## src/source/zxuno_pkg.sv

```systemverilog
`default_nettype none

package zxuno_pkg;

  // --------------------------------------------------------------------------
  // I/O ports of the indirect register bank
  // --------------------------------------------------------------------------
  localparam logic [15:0] zxuno_addr_port = 16'hFC3B;
  localparam logic [15:0] zxuno_data_port = 16'hFD3B;

  // Register addresses behind the data port
  localparam logic [7:0] reg_devoptions = 8'h0E;
  localparam logic [7:0] reg_scratch    = 8'hFE;
  localparam logic [7:0] reg_coreid     = 8'hFF;

  // Byte on the data bus while an interrupt is acknowledged
  localparam logic [7:0] intack_data = 8'hFF;

  // Core ID string, zero terminator is generated, not stored
  localparam int unsigned coreid_len   = 8;
  localparam int unsigned coreid_idx_w = $clog2(coreid_len + 1);
  localparam logic [0:coreid_len-1][7:0] coreid_text = "ZXUNO-01";

  // --------------------------------------------------------------------------
  // Bus and register types
  // --------------------------------------------------------------------------
  typedef struct packed {
    logic [15:0] addr;
    logic [7:0]  wdata;
    logic        iorq_n;
    logic        rd_n;
    logic        wr_n;
    logic        m1_n;
    logic        rfsh_n;
  } z80_io_bus_t;

  // Indirect register access as every target sees it
  typedef struct packed {
    logic [7:0] regaddr;
    logic [7:0] wdata;
    logic       rd;
    logic       wr;
    logic       addr_changed;
  } reg_access_t;

  typedef struct packed {
    logic [7:0] data;
    logic       oe;
  } read_resp_t;

  // Device enable flags, top bit first
  typedef struct packed {
    logic disable_spisd;
    logic enable_timexmmu;
    logic disable_romsel1f;
    logic disable_romsel7f;
    logic disable_1ffd;
    logic disable_7ffd;
    logic disable_turboay;
    logic disable_ay;
  } dev_options_t;

  // Options word, raw for storage and readback, flags for the outputs
  typedef union packed {
    dev_options_t flags;
    logic [7:0]   raw;
  } dev_options_u;

endpackage

`default_nettype wire

```

## src/source/coreid_reader.sv

```systemverilog
`default_nettype none

module coreid_reader (
  input  logic                   sysclk,
  input  logic                   reset,
  input  zxuno_pkg::reg_access_t reg_access,
  output zxuno_pkg::read_resp_t  resp
);

  import zxuno_pkg::*;

  localparam logic [coreid_idx_w-1:0] last_idx = coreid_idx_w'(coreid_len);

  logic                    sel;
  logic                    id_rd;
  logic                    id_rd_q;
  logic                    rd_done;
  logic [coreid_idx_w-1:0] idx;
  logic [7:0]              id_char;

  assign sel   = (reg_access.regaddr == reg_coreid);
  assign id_rd = sel && reg_access.rd;

  // Read just ended, rd low now but high last cycle
  assign rd_done = id_rd_q && !id_rd;

  // --------------------------------------------------------------------------
  // Character index
  // --------------------------------------------------------------------------
  always_ff @(posedge sysclk) begin
    if (reset) begin
      idx     <= '0;
      id_rd_q <= 1'b0;
    end else begin
      id_rd_q <= id_rd;
      if (reg_access.addr_changed) begin
        // New register selection restarts the string
        idx <= '0;
      end else if (rd_done) begin
        if (idx == last_idx) begin
          idx <= '0;
        end else begin
          idx <= idx + 1'b1;
        end
      end
    end
  end

  // --------------------------------------------------------------------------
  // Read data
  // --------------------------------------------------------------------------

  // Terminator slot returns zero
  always_comb begin
    if (idx == last_idx) begin
      id_char = 8'h00;
    end else begin
      id_char = coreid_text[idx];
    end
  end

  always_comb begin
    resp.data = id_char;
    resp.oe   = id_rd;
  end

endmodule

`default_nettype wire

```

## src/source/cpu_read_mux.sv

```systemverilog
`default_nettype none

module cpu_read_mux (
  input  zxuno_pkg::z80_io_bus_t cpu_bus,
  input  zxuno_pkg::read_resp_t  addr_resp,
  input  zxuno_pkg::read_resp_t  coreid_resp,
  input  zxuno_pkg::read_resp_t  option_resp,
  input  logic [7:0]             ula_data,
  output logic [7:0]             cpu_din
);

  import zxuno_pkg::*;

  logic intack;

  // Interrupt acknowledge, IORQ together with M1
  assign intack = !cpu_bus.iorq_n && !cpu_bus.m1_n;

  // --------------------------------------------------------------------------
  // Priority selection, ULA is the fallback
  // --------------------------------------------------------------------------
  always_comb begin
    if (intack) begin
      cpu_din = intack_data;
    end else if (addr_resp.oe) begin
      cpu_din = addr_resp.data;
    end else if (coreid_resp.oe) begin
      cpu_din = coreid_resp.data;
    end else if (option_resp.oe) begin
      cpu_din = option_resp.data;
    end else begin
      cpu_din = ula_data;
    end
  end

endmodule

`default_nettype wire

```

## src/source/option_registers.sv

```systemverilog
`default_nettype none

module option_registers (
  input  logic                    sysclk,
  input  logic                    reset,
  input  zxuno_pkg::reg_access_t  reg_access,
  output zxuno_pkg::dev_options_t dev_options,
  output zxuno_pkg::read_resp_t   resp
);

  import zxuno_pkg::*;

  logic         scratch_sel;
  logic         options_sel;
  logic [7:0]   scratch;
  dev_options_u options;

  // --------------------------------------------------------------------------
  // Register select
  // --------------------------------------------------------------------------
  assign scratch_sel = (reg_access.regaddr == reg_scratch);
  assign options_sel = (reg_access.regaddr == reg_devoptions);

  // --------------------------------------------------------------------------
  // Storage
  // --------------------------------------------------------------------------

  // Write repeats each cycle of the access with the same byte
  always_ff @(posedge sysclk) begin
    if (reset) begin
      scratch     <= 8'h00;
      options.raw <= 8'h00;
    end else if (reg_access.wr) begin
      if (scratch_sel) begin
        scratch <= reg_access.wdata;
      end
      if (options_sel) begin
        options.raw <= reg_access.wdata;
      end
    end
  end

  // Flags go out to the rest of the machine
  assign dev_options = options.flags;

  // --------------------------------------------------------------------------
  // Readback
  // --------------------------------------------------------------------------
  always_comb begin
    resp.oe = reg_access.rd && (scratch_sel || options_sel);
    if (options_sel) begin
      resp.data = options.raw;
    end else begin
      resp.data = scratch;
    end
  end

endmodule

`default_nettype wire

```

## src/source/zxuno_addr_reg.sv

```systemverilog
`default_nettype none

module zxuno_addr_reg (
  input  logic                   sysclk,
  input  logic                   reset,
  input  zxuno_pkg::z80_io_bus_t cpu_bus,
  output zxuno_pkg::reg_access_t reg_access,
  output zxuno_pkg::read_resp_t  addr_resp
);

  import zxuno_pkg::*;

  logic       io_cycle;
  logic       io_rd;
  logic       io_wr;
  logic       addr_hit;
  logic       data_hit;
  logic       addr_wr;
  logic       addr_wr_q;
  logic       addr_changed;
  logic [7:0] regaddr;

  // --------------------------------------------------------------------------
  // Port decode
  // --------------------------------------------------------------------------

  // Plain I/O cycle, not an interrupt acknowledge
  assign io_cycle = !cpu_bus.iorq_n && cpu_bus.m1_n && cpu_bus.rfsh_n;
  assign io_rd    = io_cycle && !cpu_bus.rd_n;
  assign io_wr    = io_cycle && !cpu_bus.wr_n;

  // Full 16-bit decode of both ports
  assign addr_hit = (cpu_bus.addr == zxuno_addr_port);
  assign data_hit = (cpu_bus.addr == zxuno_data_port);

  assign addr_wr = addr_hit && io_wr;

  // --------------------------------------------------------------------------
  // Register address and change pulse
  // --------------------------------------------------------------------------
  always_ff @(posedge sysclk) begin
    if (reset) begin
      regaddr      <= 8'h00;
      addr_wr_q    <= 1'b0;
      addr_changed <= 1'b0;
    end else begin
      addr_wr_q <= addr_wr;
      // Pulse follows the first cycle of the write only
      addr_changed <= addr_wr && !addr_wr_q;
      if (addr_wr) begin
        regaddr <= cpu_bus.wdata;
      end
    end
  end

  // Data port strobes are plain levels from the bus
  always_comb begin
    reg_access.regaddr      = regaddr;
    reg_access.wdata        = cpu_bus.wdata;
    reg_access.rd           = data_hit && io_rd;
    reg_access.wr           = data_hit && io_wr;
    reg_access.addr_changed = addr_changed;
  end

  // Readback of the address port
  always_comb begin
    addr_resp.data = regaddr;
    addr_resp.oe   = addr_hit && io_rd;
  end

endmodule

`default_nettype wire

```

## src/source/zxuno_io.sv

```systemverilog
`default_nettype none

module zxuno_io (
  input  logic                    sysclk,
  input  logic                    reset,
  input  zxuno_pkg::z80_io_bus_t  cpu_bus,
  input  logic [7:0]              ula_data,
  output logic [7:0]              cpu_din,
  output zxuno_pkg::dev_options_t dev_options
);

  import zxuno_pkg::*;

  // Shared register access and per-target read responses
  reg_access_t reg_access;
  read_resp_t  addr_resp;
  read_resp_t  coreid_resp;
  read_resp_t  option_resp;

  // --------------------------------------------------------------------------
  // Register address port and data port strobes
  // --------------------------------------------------------------------------
  zxuno_addr_reg u_addr_reg (
    .sysclk     (sysclk),
    .reset      (reset),
    .cpu_bus    (cpu_bus),
    .reg_access (reg_access),
    .addr_resp  (addr_resp)
  );

  // --------------------------------------------------------------------------
  // Register targets
  // --------------------------------------------------------------------------
  coreid_reader u_coreid (
    .sysclk     (sysclk),
    .reset      (reset),
    .reg_access (reg_access),
    .resp       (coreid_resp)
  );

  option_registers u_options (
    .sysclk      (sysclk),
    .reset       (reset),
    .reg_access  (reg_access),
    .dev_options (dev_options),
    .resp        (option_resp)
  );

  // --------------------------------------------------------------------------
  // CPU data input
  // --------------------------------------------------------------------------
  cpu_read_mux u_read_mux (
    .cpu_bus     (cpu_bus),
    .addr_resp   (addr_resp),
    .coreid_resp (coreid_resp),
    .option_resp (option_resp),
    .ula_data    (ula_data),
    .cpu_din     (cpu_din)
  );

endmodule

`default_nettype wire

```

## config.mk

```make
export PLATFORM = sky130hd
export DESIGN_NAME = zxuno_io
export DESIGN_NICKNAME = d
export VERILOG_FILES = /design/src/source/zxuno_pkg.sv /design/src/source/coreid_reader.sv /design/src/source/cpu_read_mux.sv /design/src/source/option_registers.sv /design/src/source/zxuno_addr_reg.sv /design/src/source/zxuno_io.sv
export SDC_FILE = /design/constraint.sdc
export NUM_CORES = 1
export LEC_CHECK = 0
export ABC_AREA = 1
export BUFFER_PORTS_ARGS = -buffer_cell sky130_fd_sc_hd__buf_2
export CELL_PAD_IN_SITES_DETAIL_PLACEMENT = 1
export CELL_PAD_IN_SITES_GLOBAL_PLACEMENT = 1
export CORE_AREA = 2 2 89 91
export CTS_CLUSTER_SIZE = 28
export DETAILED_ROUTE_END_ITERATION = 7
export DIE_AREA = 0 0 91 93
export PLACE_DENSITY = 0.83
export SLEW_MARGIN = 10
export SYNTH_ARGS = -nofsm -noshare
export SYNTH_HDL_FRONTEND = slang
export SYNTH_HIERARCHICAL = 1
export SYNTH_SLANG_ARGS = --single-unit
```

## constraint.sdc

```tcl
create_clock -name sysclk -period 2.4 [get_ports sysclk]
set_input_delay 0.24 -clock sysclk [delete_from_list [all_inputs] [get_ports sysclk]]
set_output_delay 0.24 -clock sysclk [all_outputs]
set_load 0.05 [all_outputs]
```

==> impl_metrics.tcl <==
set metrics [dict create \
    status "finished clean" \
    power_density_mw_per_mm2 388 \
    post-route-util_pct 37.9 \
    drt-initial-drc-count 89 \
    pin_count 55 \
    fillCellCount 1043 \
    internal_power_uw 824 \
    final_cells 556 \
    maxSlewViolCount 0 \
    cts_setup_buffers 0 \
    fin_setup_tns_ps 0 \
    yosysSeqAreaShare_pct 24.5 \
    slowest_delay_ps 380 \
    clock_skew_ps 8.14 \
    max_freq_ghz 0.454 \
    grt_pass1_wl_mm 11.5 \
    layout-area-overhead-vs-synth_pct 12.8 \
    portBuffers 54 \
    p_leak_nw 1.53 \
    switching_share_pct 25.7 \
    cts_root_buf "clkbuf_8" \
    p_clk_share_pct 40.9 \
    critPathTopFamily "buffers and inverters" \
    rows 32 \
    rsz0062_at_grt "no" \
    die_area_mm2 0.00846 \
    power_frac_seq_pct 46.4 \
    cts_tree "built" \
    routed_wl_mm 6.81 \
    drcViolationCount 0 \
    die_h_um 93 \
    vias_per_cell 4.50 \
    worstPathBufferInverterCount 4 \
    postCtsHoldBufs 0 \
    drv_cap 0 \
    cts.sinks 31 \
    antennaDiodeCount 0 \
    avgSynthCellArea_um2 6.12 \
    drive_above_1_share_pct 22.9 \
    antenna_found_initial 0 \
    cts_inserted_buffers 5 \
    worst_pin_slew_ps 543 \
    clk_pin_slew_ps 70 \
    netlist_area_mm2 0.00253 \
    critPathRequiredTime_ps 2160 \
    synth_cell_types 30 \
    track_usage_pct 16.7 \
    syn_nets 460 \
    peakVddDrop_uv 166 \
    dp_hpwl_mm 5.51 \
    arrival_ps 1960 \
    antenna_left 0 \
    grt_max_degree 17 \
    avgRoutedWirePerCell_um 12.2 \
    place_area_mm2 0.00274 \
    path_cells "inv_1 -> ha_1 -> nand3_4 -> inv_2 -> nor2_2 -> o21a_1 -> inv_1 -> a21oi_1 -> nand2_1 -> nand2_1 -> clkbuf_4" \
    startpoint_type "flip-flop" \
    slew_headroom_pct 63.7 \
    worstSetupEndpointType "output port" \
    drt_first_pass_iters 4 \
    critical_path_class "reg -> out" \
    combPwrFrac_pct 12.7 \
    cpMaxStageDelayCell "dfxtp_2" \
    place_inst 548 \
    synth_cells 414 \
    overflow 0 \
    period_needed_ps 2200 \
    hp-class "in -> reg" \
    initial_core_util_pct 33.6 \
    finalInstanceArea_mm2 0.00286 \
    final_net_count 499 \
    die_w_um 91 \
    clkLatencyLatePin_ps 280 \
    coreArea_mm2 0.00753 \
    gp_congestion 0.798 \
    clockBufferDepth 2 \
    setup_viol 0 \
    ys_ff_latch 31 \
    ys_warn_count 6 \
    p_switching_uw 285 \
    htreeDepth 2 \
    hold_viol 0 \
    vias 2500 \
    finalCritPeriodShare_pct 91.9 \
    cp_max_fo 6 \
    grt_pass1_vias 2543 \
]
stage by stage:
| stage | power (mW) | hold WS [ps] | setup slack [ps] |
|---|---|---|---|
| final | 1.11 | 214 | 195 |
| after global routing | 1.16 | 224 | 1.93 |
| after CTS | 1.12 | 217 | 15.9 |
| after detailed placement | 0.667 | 399 | 201 |
| after global placement | 0.663 | 391 | 257 |
| after floorplan | 0.615 | 311 | 92.9 |
worst paths after layout:
path	endpoint	startpoint	cells after the start	slack, ps
worst max-delay path	cpu_din[1]	u_coreid/idx[0]	11	200
worst min-delay path	u_addr_reg/addr_changed	reset	2	210
worst max register to register	u_options/dev_options[5]	u_addr_reg/regaddr[4]	8	990
worst min register to register	u_addr_reg/addr_changed	u_addr_reg/addr_wr_q	1	400
per-layer routing:
metal / share of wire (%) / global-route usage, %
met5: 0 / 0
met4: 0.96 / 4.42
met3: 3.5 / 2.82
met2: 50 / 29.8
met1: 46 / 20.8
registers in the layout (all words and copies together), names as in the netlist:
signal and flops:
u_addr_reg/regaddr 8, u_addr_reg/addr_wr_q 1, u_options/scratch 8, u_coreid/id_rd_q 1
u_options/dev_options 8, u_coreid/idx 4, u_addr_reg/addr_changed 1
Yosys cell counts:
cell	count	area, um2
nand3_2	3	30.0
inv_4	1	6.26
o21a_1	1	7.51
nor4_1	1	6.26
inv_1	86	323
dfxtp_1	31	621
a21oi_1	15	75.1
ha_1	7	87.6
conb_1	1	3.75
nand2_1	116	435
or2_2	1	6.26
o21ai_1	3	15.0
nand4_1	17	106
clkbuf_8	1	13.8
buf_2	2	10.0
o211a_1	1	10.0
nor2_2	6	37.5
nor2_1	52	195
nand3_4	4	70.1
a21oi_2	2	17.5
buf_4	21	158
nand3_1	15	75.1
buf_6	6	67.6
inv_2	4	15.0
nand2_2	6	37.5
nor2_8	1	20.0
nor3_2	1	10.0
nand3b_4	1	20.0
o21ai_0	6	30.0
nor2_4	2	22.5
power by group through the flow:
stage          Sequential (mW)  Clock [mW]  Combinational (mW)
2_1_floorplan            0.526           0              0.0892
3_5_place_dp             0.526           0               0.141
4_1_cts                  0.514       0.465               0.142
3_3_place_gp             0.526           0               0.137
6_report                 0.514       0.454               0.141
5_1_grt                  0.514       0.494               0.154
cell type report:
type | count | area [um2] | area share (%)
Multi-Input combinational cell | 262 | 1330 | 46.4
Sequential cell | 31 | 623 | 21.8
Inverter | 91 | 344 | 12.0
Timing Repair Buffer | 62 | 335 | 11.7
Tap cell | 102 | 128 | 4.47
Clock buffer | 8 | 100 | 3.50
kinds of logic (layout without fill, tap and decap cells):
kind of cell	count (synthesis)	count (layout)	synth area share, %
simple gates	226	226	42.3
buf+inv	121	161	23.4
flops	31	31	24.5
compound gates	28	28	6.13
fa+ha+maj	7	7	3.46
other cells	1	1	0.148
layout by cell type (no fill, tap or decap):
master    instances
a21oi_1          15
a21oi_2           2
buf_2            52
buf_4             8
clkbuf_1          1
clkbuf_4          2
clkbuf_8          7
conb_1            1
dfxtp_1          29
dfxtp_2           2
ha_1              7
inv_1            86
inv_2             4
inv_4             1
nand2_1         116
nand2_2           5
nand2_4           1
nand3_1          15
nand3_2           3
nand3_4           4
nand3b_4          1
nand4_1          17
nor2_1           51
nor2_2            7
nor2_4            2
nor2_8            1
nor3_2            1
nor4_1            1
o211a_1           1
o21a_1            1
o21ai_0           3
o21ai_1           6
or2_2             1
repair_timing:
| action | in CTS | in global routing |
|---|---|---|
| resized for setup | 0 | 9 |
| endpoints found under the hold margin | 0 | 0 |
| setup endpoints to repair | 0 | 6 |
No activity file was read; power rests on OpenSTA's default activity.
